<file path="config.mk">
export PLATFORM = sky130hd
export DESIGN_NAME = rv_core
export DESIGN_NICKNAME = d
export VERILOG_FILES = /design/src/hdl/rv_core_pkg.sv /design/src/hdl/rv_alu.sv /design/src/hdl/rv_core.sv /design/src/hdl/rv_decoder.sv /design/src/hdl/rv_execute.sv /design/src/hdl/rv_fetch.sv /design/src/hdl/rv_regfile.sv /design/src/hdl/rv_stage_reg.sv
export VERILOG_INCLUDE_DIRS = /design/src /design/src/hdl
export SDC_FILE = /design/constraint.sdc
export NUM_CORES = 2
export LEC_CHECK = 0
export BUFFER_PORTS_ARGS = -buffer_cell sky130_fd_sc_hd__buf_2
export CORE_MARGIN = 2
export CORE_UTILIZATION = 54
export DETAILED_ROUTE_END_ITERATION = 10
export HOLD_SLACK_MARGIN = 0.08
export PLACE_DENSITY = 0.82
export SYNTH_ARGS = -nofsm -noshare
export SYNTH_HDL_FRONTEND = slang
export SYNTH_SLANG_ARGS = --single-unit
</file>
<file path="constraint.sdc">
create_clock -name clk -period 4.9 [get_ports clk]
set_input_delay 0.245 -clock clk [delete_from_list [all_inputs] [get_ports clk]]
set_output_delay 0.245 -clock clk [all_outputs]
set_load 0.02 [all_outputs]
</file>
<file path="src/hdl/rv_core_config.svh">
`ifndef RV_CORE_CONFIG_SVH
`define RV_CORE_CONFIG_SVH

// datapath and address width
`define RV_XLEN 32

// architectural register count
`define RV_REG_COUNT 32

// first fetch address out of reset
`define RV_RESET_PC 32'h0000_0000

// addi x0, x0, 0
`define RV_NOP 32'h0000_0013

`endif

</file>
<file path="src/hdl/rv_core_pkg.sv">
`include "rv_core_config.svh"

package rv_core_pkg;

    typedef logic [`RV_XLEN-1:0] word_t;
    typedef logic [4:0]          reg_addr_t;

    // major opcodes seen by the decoder
    typedef enum logic [6:0] {
        OP_LUI    = 7'b0110111,
        OP_AUIPC  = 7'b0010111,
        OP_JAL    = 7'b1101111,
        OP_JALR   = 7'b1100111,
        OP_BRANCH = 7'b1100011,
        OP_LOAD   = 7'b0000011,
        OP_STORE  = 7'b0100011,
        OP_IMM    = 7'b0010011,
        OP_REG    = 7'b0110011,
        OP_FENCE  = 7'b0001111,
        OP_SYSTEM = 7'b1110011
    } opcode_e;

    typedef enum logic [3:0] {
        ALU_ADD,
        ALU_SUB,
        ALU_SLL,
        ALU_SLT,
        ALU_SLTU,
        ALU_XOR,
        ALU_SRL,
        ALU_SRA,
        ALU_OR,
        ALU_AND,
        ALU_PASS_B
    } alu_op_e;

    typedef enum logic [2:0] {
        BR_NONE,
        BR_EQ,
        BR_NE,
        BR_LT,
        BR_GE,
        BR_LTU,
        BR_GEU
    } br_kind_e;

    // writeback value source
    typedef enum logic [1:0] {
        RES_ALU,
        RES_PC4,
        RES_IMM
    } res_sel_e;

    typedef struct packed {
        word_t pc;
        word_t instr;
    } fd_t;

    typedef struct packed {
        word_t     pc;
        word_t     imm;
        word_t     rs1_val;
        word_t     rs2_val;
        reg_addr_t rs1;
        reg_addr_t rs2;
        reg_addr_t rd;
        alu_op_e   alu_op;
        br_kind_e  br_kind;
        res_sel_e  res_sel;
        logic      reg_write;
        logic      src_b_reg;
        logic      src_a_pc;
        logic      src_a_zero;
        logic      jal;
        logic      jalr;
        logic      ebreak;
    } de_t;

    // execute/memory and memory/writeback share this layout
    typedef struct packed {
        word_t     pc;
        word_t     result;
        reg_addr_t rd;
        logic      we;
        logic      ebreak;
    } xw_t;

    typedef struct packed {
        word_t     pc;
        reg_addr_t rd;
        word_t     result;
        logic      we;
    } retire_t;

endpackage

</file>
<file path="src/hdl/rv_alu.sv">
`timescale 1ns/10ps

module rv_alu (
    input  rv_core_pkg::alu_op_e  op,
    input  rv_core_pkg::word_t    a,
    input  rv_core_pkg::word_t    b,
    output rv_core_pkg::word_t    result,
    input  rv_core_pkg::br_kind_e br_kind,
    output logic                  br_taken
);
    import rv_core_pkg::*;

    logic [4:0] shamt;

    assign shamt = b[4:0];

    always_comb begin
        case (op)
            ALU_ADD:    result = a + b;
            ALU_SUB:    result = a - b;
            ALU_SLL:    result = a << shamt;
            ALU_SLT:    result = word_t'($signed(a) < $signed(b));
            ALU_SLTU:   result = word_t'(a < b);
            ALU_XOR:    result = a ^ b;
            ALU_SRL:    result = a >> shamt;
            ALU_SRA:    result = word_t'($signed(a) >>> shamt);
            ALU_OR:     result = a | b;
            ALU_AND:    result = a & b;
            ALU_PASS_B: result = b;
            default:    result = a + b;
        endcase
    end

    // ----------------------------------------
    // branch condition
    // ----------------------------------------
    always_comb begin
        case (br_kind)
            BR_EQ:   br_taken = (a == b);
            BR_NE:   br_taken = (a != b);
            BR_LT:   br_taken = ($signed(a) < $signed(b));
            BR_GE:   br_taken = ($signed(a) >= $signed(b));
            BR_LTU:  br_taken = (a < b);
            BR_GEU:  br_taken = (a >= b);
            default: br_taken = 1'b0;
        endcase
    end

endmodule

</file>
<file path="src/hdl/rv_core.sv">
`timescale 1ns/10ps

module rv_core (
    input  logic                 clk,
    input  logic                 rst,
    output rv_core_pkg::word_t   imem_addr,
    input  rv_core_pkg::word_t   imem_data,
    output logic                 retire_valid,
    output rv_core_pkg::retire_t retire,
    output logic                 halt
);
    import rv_core_pkg::*;

    word_t fetch_pc;
    fd_t   fd_d;
    fd_t   fd_q;
    logic  fd_valid;
    word_t rs1_data;
    word_t rs2_data;
    de_t   de_d;
    de_t   de_q;
    logic  de_valid;
    xw_t   ex_result;
    xw_t   mem_q;
    logic  mem_valid;
    xw_t   wb_q;
    logic  wb_valid;
    logic  redirect;
    word_t redirect_pc;
    logic  halt_q;
    logic  wb_ebreak;

    // ----------------------------------------
    // fetch
    // ----------------------------------------
    rv_fetch u_fetch (
        .clk         (clk),
        .rst         (rst),
        .redirect    (redirect),
        .redirect_pc (redirect_pc),
        .pc          (fetch_pc)
    );

    assign imem_addr = fetch_pc;
    assign fd_d      = '{pc: fetch_pc, instr: imem_data};

    rv_stage_reg #(.payload_t(fd_t)) u_fd_reg (
        .clk       (clk),
        .rst       (rst),
        .flush     (redirect),
        .valid_in  (1'b1),
        .data_in   (fd_d),
        .valid_out (fd_valid),
        .data_out  (fd_q)
    );

    // ----------------------------------------
    // decode
    // ----------------------------------------
    rv_regfile u_regfile (
        .clk    (clk),
        .rst    (rst),
        .raddr1 (fd_q.instr[19:15]),
        .raddr2 (fd_q.instr[24:20]),
        .rdata1 (rs1_data),
        .rdata2 (rs2_data),
        .we     (wb_valid && wb_q.we),
        .waddr  (wb_q.rd),
        .wdata  (wb_q.result)
    );

    rv_decoder u_decoder (
        .fetch    (fd_q),
        .rs1_data (rs1_data),
        .rs2_data (rs2_data),
        .decoded  (de_d)
    );

    rv_stage_reg #(.payload_t(de_t)) u_de_reg (
        .clk       (clk),
        .rst       (rst),
        .flush     (redirect),
        .valid_in  (fd_valid),
        .data_in   (de_d),
        .valid_out (de_valid),
        .data_out  (de_q)
    );

    // ----------------------------------------
    // execute, memory, writeback
    // ----------------------------------------
    rv_execute u_execute (
        .dec         (de_q),
        .dec_valid   (de_valid),
        .mem_fwd     (mem_q),
        .mem_valid   (mem_valid),
        .wb_fwd      (wb_q),
        .wb_valid    (wb_valid),
        .result      (ex_result),
        .redirect    (redirect),
        .redirect_pc (redirect_pc)
    );

    rv_stage_reg #(.payload_t(xw_t)) u_mem_reg (
        .clk       (clk),
        .rst       (rst),
        .flush     (1'b0),
        .valid_in  (de_valid),
        .data_in   (ex_result),
        .valid_out (mem_valid),
        .data_out  (mem_q)
    );

    // memory stage only delays by one cycle
    rv_stage_reg #(.payload_t(xw_t)) u_wb_reg (
        .clk       (clk),
        .rst       (rst),
        .flush     (1'b0),
        .valid_in  (mem_valid),
        .data_in   (mem_q),
        .valid_out (wb_valid),
        .data_out  (wb_q)
    );

    assign retire_valid = wb_valid;
    assign retire       = '{pc: wb_q.pc, rd: wb_q.rd, result: wb_q.result, we: wb_q.we};

    // halt shows in the ebreak's own retire cycle and then sticks
    assign wb_ebreak = wb_valid && wb_q.ebreak;
    assign halt      = halt_q || wb_ebreak;

    always_ff @(posedge clk) begin
        if (rst) begin
            halt_q <= 1'b0;
        end else if (wb_ebreak) begin
            halt_q <= 1'b1;
        end
    end

    // ebreak never writes a register
    a_ebreak_no_write: assert property (@(posedge clk) disable iff (rst)
        wb_ebreak |-> !wb_q.we);

endmodule

</file>
<file path="src/hdl/rv_decoder.sv">
`timescale 1ns/10ps

module rv_decoder (
    input  rv_core_pkg::fd_t   fetch,
    input  rv_core_pkg::word_t rs1_data,
    input  rv_core_pkg::word_t rs2_data,
    output rv_core_pkg::de_t   decoded
);
    import rv_core_pkg::*;

    word_t   instr;
    opcode_e opcode;
    word_t   imm_i;
    word_t   imm_s;
    word_t   imm_b;
    word_t   imm_u;
    word_t   imm_j;

    // funct3 to ALU op, alt picks sub / sra
    function automatic alu_op_e alu_from_funct(logic [2:0] funct3, logic alt);
        case (funct3)
            3'b000:  return alt ? ALU_SUB : ALU_ADD;
            3'b001:  return ALU_SLL;
            3'b010:  return ALU_SLT;
            3'b011:  return ALU_SLTU;
            3'b100:  return ALU_XOR;
            3'b101:  return alt ? ALU_SRA : ALU_SRL;
            3'b110:  return ALU_OR;
            default: return ALU_AND;
        endcase
    endfunction

    function automatic br_kind_e br_from_funct(logic [2:0] funct3);
        case (funct3)
            3'b000:  return BR_EQ;
            3'b001:  return BR_NE;
            3'b100:  return BR_LT;
            3'b101:  return BR_GE;
            3'b110:  return BR_LTU;
            3'b111:  return BR_GEU;
            default: return BR_NONE;
        endcase
    endfunction

    assign instr  = fetch.instr;
    assign opcode = opcode_e'(instr[6:0]);

    // ----------------------------------------
    // immediate formats
    // ----------------------------------------
    assign imm_i = {{20{instr[31]}}, instr[31:20]};
    assign imm_s = {{20{instr[31]}}, instr[31:25], instr[11:7]};
    assign imm_b = {{19{instr[31]}}, instr[31], instr[7], instr[30:25], instr[11:8], 1'b0};
    assign imm_u = {instr[31:12], 12'b0};
    assign imm_j = {{11{instr[31]}}, instr[31], instr[19:12], instr[20], instr[30:21], 1'b0};

    always_comb begin
        decoded         = '0;
        decoded.pc      = fetch.pc;
        decoded.rs1     = instr[19:15];
        decoded.rs2     = instr[24:20];
        decoded.rd      = instr[11:7];
        decoded.rs1_val = rs1_data;
        decoded.rs2_val = rs2_data;
        decoded.alu_op  = ALU_ADD;
        decoded.br_kind = BR_NONE;
        decoded.res_sel = RES_ALU;

        case (opcode)
            OP_LUI: begin
                decoded.imm        = imm_u;
                decoded.reg_write  = 1'b1;
                decoded.src_a_zero = 1'b1;
                decoded.alu_op     = ALU_PASS_B;
            end
            OP_AUIPC: begin
                decoded.imm       = imm_u;
                decoded.reg_write = 1'b1;
                decoded.src_a_pc  = 1'b1;
            end
            OP_JAL: begin
                decoded.imm       = imm_j;
                decoded.reg_write = 1'b1;
                decoded.jal       = 1'b1;
                decoded.res_sel   = RES_PC4;
            end
            OP_JALR: begin
                decoded.imm       = imm_i;
                decoded.reg_write = 1'b1;
                decoded.jalr      = 1'b1;
                decoded.res_sel   = RES_PC4;
            end
            OP_BRANCH: begin
                // compare runs on rs1 vs rs2
                decoded.imm       = imm_b;
                decoded.src_b_reg = 1'b1;
                decoded.br_kind   = br_from_funct(instr[14:12]);
            end
            OP_IMM: begin
                decoded.imm       = imm_i;
                decoded.reg_write = 1'b1;
                decoded.alu_op    = alu_from_funct(instr[14:12],
                                                   (instr[14:12] == 3'b101) && instr[30]);
            end
            OP_REG: begin
                decoded.reg_write = 1'b1;
                decoded.src_b_reg = 1'b1;
                decoded.alu_op    = alu_from_funct(instr[14:12], instr[30]);
            end
            OP_STORE: begin
                // no data memory, slot retires empty
                decoded.imm = imm_s;
            end
            OP_LOAD, OP_FENCE: begin
                decoded.imm = imm_i;
            end
            OP_SYSTEM: begin
                decoded.ebreak = (instr == 32'h0010_0073);
            end
            default: begin
            end
        endcase

        // x0 is never written
        if (decoded.rd == '0) begin
            decoded.reg_write = 1'b0;
        end
    end

endmodule

</file>
<file path="src/hdl/rv_execute.sv">
`timescale 1ns/10ps

module rv_execute (
    input  rv_core_pkg::de_t   dec,
    input  logic               dec_valid,
    input  rv_core_pkg::xw_t   mem_fwd,
    input  logic               mem_valid,
    input  rv_core_pkg::xw_t   wb_fwd,
    input  logic               wb_valid,
    output rv_core_pkg::xw_t   result,
    output logic               redirect,
    output rv_core_pkg::word_t redirect_pc
);
    import rv_core_pkg::*;

    word_t src1;
    word_t src2;
    word_t op_a;
    word_t op_b;
    word_t alu_y;
    word_t jalr_sum;
    logic  br_taken;

    // the younger memory stage has priority
    function automatic word_t forward(reg_addr_t idx, word_t read_val);
        if (mem_valid && mem_fwd.we && mem_fwd.rd == idx && idx != '0) begin
            return mem_fwd.result;
        end
        if (wb_valid && wb_fwd.we && wb_fwd.rd == idx && idx != '0) begin
            return wb_fwd.result;
        end
        return read_val;
    endfunction

    always_comb begin
        src1 = forward(dec.rs1, dec.rs1_val);
        src2 = forward(dec.rs2, dec.rs2_val);
    end

    // ----------------------------------------
    // operand select
    // ----------------------------------------
    assign op_a = dec.src_a_zero ? '0 :
                  dec.src_a_pc   ? dec.pc : src1;
    assign op_b = dec.src_b_reg  ? src2 : dec.imm;

    rv_alu u_alu (
        .op       (dec.alu_op),
        .a        (op_a),
        .b        (op_b),
        .result   (alu_y),
        .br_kind  (dec.br_kind),
        .br_taken (br_taken)
    );

    always_comb begin
        result.pc     = dec.pc;
        result.rd     = dec.rd;
        result.we     = dec.reg_write;
        result.ebreak = dec.ebreak;
        case (dec.res_sel)
            RES_PC4: result.result = dec.pc + word_t'(4);
            RES_IMM: result.result = dec.imm;
            default: result.result = alu_y;
        endcase
    end

    // jump targets
    assign jalr_sum    = src1 + dec.imm;
    assign redirect    = dec_valid && (dec.jal || dec.jalr || br_taken);
    assign redirect_pc = dec.jalr ? {jalr_sum[$bits(word_t)-1:1], 1'b0}
                                  : dec.pc + dec.imm;

endmodule

</file>
<file path="src/hdl/rv_fetch.sv">
`timescale 1ns/10ps
`include "rv_core_config.svh"

module rv_fetch (
    input  logic               clk,
    input  logic               rst,
    input  logic               redirect,
    input  rv_core_pkg::word_t redirect_pc,
    output rv_core_pkg::word_t pc
);
    import rv_core_pkg::*;

    // no prediction, fall through until execute redirects
    always_ff @(posedge clk) begin
        if (rst) begin
            pc <= `RV_RESET_PC;
        end else if (redirect) begin
            pc <= redirect_pc;
        end else begin
            pc <= pc + word_t'(4);
        end
    end

    a_pc_aligned: assert property (@(posedge clk) disable iff (rst)
        pc[1:0] == 2'b00);

endmodule

</file>
<file path="src/hdl/rv_regfile.sv">
`timescale 1ns/10ps
`include "rv_core_config.svh"

module rv_regfile (
    input  logic                   clk,
    input  logic                   rst,
    input  rv_core_pkg::reg_addr_t raddr1,
    input  rv_core_pkg::reg_addr_t raddr2,
    output rv_core_pkg::word_t     rdata1,
    output rv_core_pkg::word_t     rdata2,
    input  logic                   we,
    input  rv_core_pkg::reg_addr_t waddr,
    input  rv_core_pkg::word_t     wdata
);
    import rv_core_pkg::*;

    word_t regs [`RV_REG_COUNT];

    always_ff @(posedge clk) begin
        if (rst) begin
            for (int i = 0; i < `RV_REG_COUNT; i++) begin
                regs[i] <= '0;
            end
        end else if (we && waddr != '0) begin
            regs[waddr] <= wdata;
        end
    end

    // writeback in the same cycle wins over the stored value
    assign rdata1 = (raddr1 == '0) ? '0 :
                    (we && waddr == raddr1) ? wdata : regs[raddr1];
    assign rdata2 = (raddr2 == '0) ? '0 :
                    (we && waddr == raddr2) ? wdata : regs[raddr2];

    // the decoder drops writes to x0 before they get here
    a_no_x0_write: assert property (@(posedge clk) disable iff (rst)
        we |-> (waddr != '0));

endmodule

</file>
<file path="src/hdl/rv_stage_reg.sv">
`timescale 1ns/10ps

module rv_stage_reg #(
    parameter type payload_t = logic [31:0]
) (
    input  logic     clk,
    input  logic     rst,
    input  logic     flush,
    input  logic     valid_in,
    input  payload_t data_in,
    output logic     valid_out,
    output payload_t data_out
);

    // a bubble is just a cleared valid
    always_ff @(posedge clk) begin
        if (rst || flush) begin
            valid_out <= 1'b0;
        end else begin
            valid_out <= valid_in;
        end
    end

    always_ff @(posedge clk) begin
        data_out <= data_in;
    end

    // a valid slot never carries unknown bits
    a_valid_data_known: assert property (@(posedge clk) disable iff (rst)
        valid_out |-> !$isunknown(data_out));

endmodule

</file>
==> impl_metrics.toml <==
[outcome]
status = "finished with violations"
violations = "negative setup slack"

[routing]
drt_iter0_markers = 9002
vias = 62900
via_per_inst = 6.995
drt_pass1_iterations = 8
routedWlPerCell_um = 36.81
ant_nets = 0
drc = 0
wirelength_mm = 331.0

[final_layout]
layout-drive-gt1-share = 0.3234
nFillCells = 10650
syn2layout_area_growth_pct = 18.95
final_net_count = 7121

[worst_setup_path]
critical_path_arrival_ns = 5.92
cp-end-kind = "flip-flop"
r2r-start = "u_de_reg.data_out[28]"
worst-path-max-fanout = 8
start_kind = "flip-flop"
crit_required_ns = 5.54
startpoint = "u_de_reg.data_out[28]"
critPathKind = "reg -> reg"

[sta]
setup_viol = 45
timing.final.hold_violations = 0
finalCritPeriodShare = 1.077
finalWorstSetupSlack_ns = -0.3762
timing.fmax_mhz = 189.5
max_slew_margin = 0.2157
drv_slew = 0
clock_skew_ns = 0.08111
rsz0062_at_grt = "yes"
worst_pin_slew_ns = 1.176
finalCriticalPeriod_ns = 5.276

[placement]
dp_slack_ns = -0.5965
numPortBuffers = 137
place.gp.congestion = 1.091
place_hpwl_mm = 224.4

[clock_network]
clock_sinks = 1425
cts_tree = "built"
clk_latency_ns = 0.84
h-tree-depth = 4
cts_root_buf = "clkbuf_16"
path_clk_slew_ns = 0.06
cts_buffer_depth = 3
numCtsBuffers = 150

[synthesis]
postSynthAreaPerCell_um2 = 12.76
seq_area_frac_synth = 0.4834
syn_area_mm2 = 0.08021
synth_edf_count = 1024
ys_ff_latch = 1425
yosys_warnings = 0
synth_cells = 6288
synth_ff_type = "edfxtp_1"
yosysUniqueCellTypes = 91
async_flop_share = 0

[power]
leakagePower_nw = 37.14
total_power_mw = 32.42
powerDensity_mw_per_mm2 = 339.8
ir_drop_mv = 0.3300

[floorplan]
core_mm2 = 0.1477
fp.dieW_um = 389.4
ios = 138
dieArea_mm2 = 0.1516
die_h_um = 389.4
start_util = 0.5432
rows = 141

[global_route]
grt_max_degree = 100
antenna_found_initial = 14
grt_pass1_wl_mm = 459.5
grt_pass1_vias = 62600
grt_overflow = 0
track_usage = 0.4296

[job]
cap_violations = 0

[hold_path]
worstHoldStart = "imem_data[4]"
hold_path_class = "in -> reg"
==> final timing paths <==
kind         cells after the start               endpoint  slack, ns
min reg2reg                      0  u_mem_reg.data_out[2]       0.28
max reg2reg                     25         u_fetch.pc[14]      -0.38
max                             25         u_fetch.pc[14]      -0.38
min                              2   u_fd_reg.data_out[4]        0.1
==> synth_stat cells (19+ instances only) <==
cell type,count,area share
nand2b_1,30,0.0023
edfxtp_1,1024,0.38
clkbuf_1,431,0.020
or2_2,38,0.0030
o31ai_1,19,0.0018
a32oi_1,42,0.0046
buf_2,26,0.0016
a21oi_1,158,0.0099
mux4_2,642,0.18
inv_1,129,0.0060
o21bai_1,24,0.0022
nand3_1,67,0.0042
o21a_1,23,0.0022
xnor2_1,110,0.012
o211ai_1,29,0.0027
mux2i_1,293,0.037
xor2_1,44,0.0048
and2_1,1005,0.078
buf_4,78,0.0073
a21o_1,73,0.0068
o21ai_0,173,0.011
and3_1,24,0.0019
o21a_2,22,0.0024
buf_1,62,0.0029
o22ai_1,33,0.0026
nand4_1,20,0.0016
nor3_1,34,0.0021
dfxtp_1,401,0.10
nand2_1,218,0.010
a221oi_1,37,0.0040
ha_1,160,0.025
mux2_2,20,0.0028
a211oi_1,136,0.013
nor2b_1,40,0.0031
o221ai_1,21,0.0023
a31oi_1,26,0.0020
nor2_1,293,0.014
==> per-stage QoR <==
stage,std cells,TNS (ns),hold WS [ns],utilization,cell area [um^2]
5_1_grt,8981,-17.22,0.1010,0.6459,95380
3_3_place_gp,8564,-17.13,0.3097,0.5911,87280
6_report,8992,-10.55,0.09541,0.6461,95410
3_5_place_dp,8564,-20.28,0.3121,0.5911,87280
4_1_cts,8922,-5.842,0.08175,0.6338,93590
2_1_floorplan,6319,0,0.2727,-,80390
==> where the power goes <==
group          internal, mW  leakage [nW]  switching, mW
combinational          2.68          20.8           3.88
sequential             13.4          13.9          0.709
clock                  6.47          2.45           5.24
total                  22.6          37.1           9.83
==> layout make-up <==
cell class	count	area, um^2	area share
clock buffer	199	4130	0.04329
clock inverter	80	902.1	0.009455
sequential	1425	38820	0.4069
antenna	12	30.03	0.0003147
multi-input combinational	4151	40230	0.4217
timing repair buffer	1055	8354	0.08756
inverter	140	529.3	0.005547
tap	1930	2415	0.02531
==> registers in the layout (all words and copies together) (netlist names), 32 cells and up <==
name,flops
u_fd_reg.data_out,64
u_mem_reg.data_out,71
u_de_reg.data_out,158
u_wb_reg.data_out,71
u_regfile.regs,1024
u_fetch.pc,32
==> critical path, stage by stage, from the launching register on <==
cell and delay (ns):
dfxtp_2 0.33, xor2_1 0.14, or4_4 0.54, or3_4 0.38, buf_12 0.16, buf_12 0.13, buf_12 0.13, mux2i_4 0.18
o21a_4 0.20, inv_2 0.07, ha_4 0.28, nand4_1 0.12, buf_4 0.17, nor4_4 0.30, nor3b_4 0.31, o21ai_2 0.09
buf_4 0.14, a21oi_4 0.17, mux2i_2 0.29, buf_4 0.17, o21ai_4 0.05, buf_12 0.17, buf_12 0.13, buf_8 0.14
a211oi_2 0.20, a211oi_2 0.07
==> timing repair <==
action / 4_1_cts / 5_1_grt
setup endpoints to repair: 59 / 58
hold buffers: 58 / 0
buffers inserted: 22 / 57
cloned: 0 / 5
endpoints found under the hold margin: 42 / 0
gates resized for setup: 108 / 263
pin swaps: 37 / 101
==> kinds of logic after synthesis <==
logic type | share of synthesized area
xor gates and xnor gates | 0.01682
buffers and inverters | 0.03939
and+or+nand+nor | 0.1280
other | 0.00004675
muxes | 0.2199
AOI/OAI and AO/OA | 0.08640
adders and majority gates | 0.02596
DFF | 0.4834
==> cells in the final DEF, fill, tap and decap left out, types with 132 or more instances in the layout <==
cell type     n
clkbuf_16   156
buf_4       792
nor2_1      245
ha_1        138
o21ai_0     152
a21oi_1     132
mux4_2      642
edfxtp_1   1024
mux2i_1     262
buf_2       136
and2_1     1005
nand2_1     213
dfxtp_1     384
==> layer usage <==
layer  vias up  routed length [um]  share of wire  track usage
met2      5286              151800           0.46       0.6793
met4         8               29990          0.091       0.3131
li1      25060                   -              -            -
met5         -                  46        0.00014            0
met3      1420               37720           0.11       0.1016
met1     31130              111400           0.34       0.5170
Power figures use the tool's default switching activity.
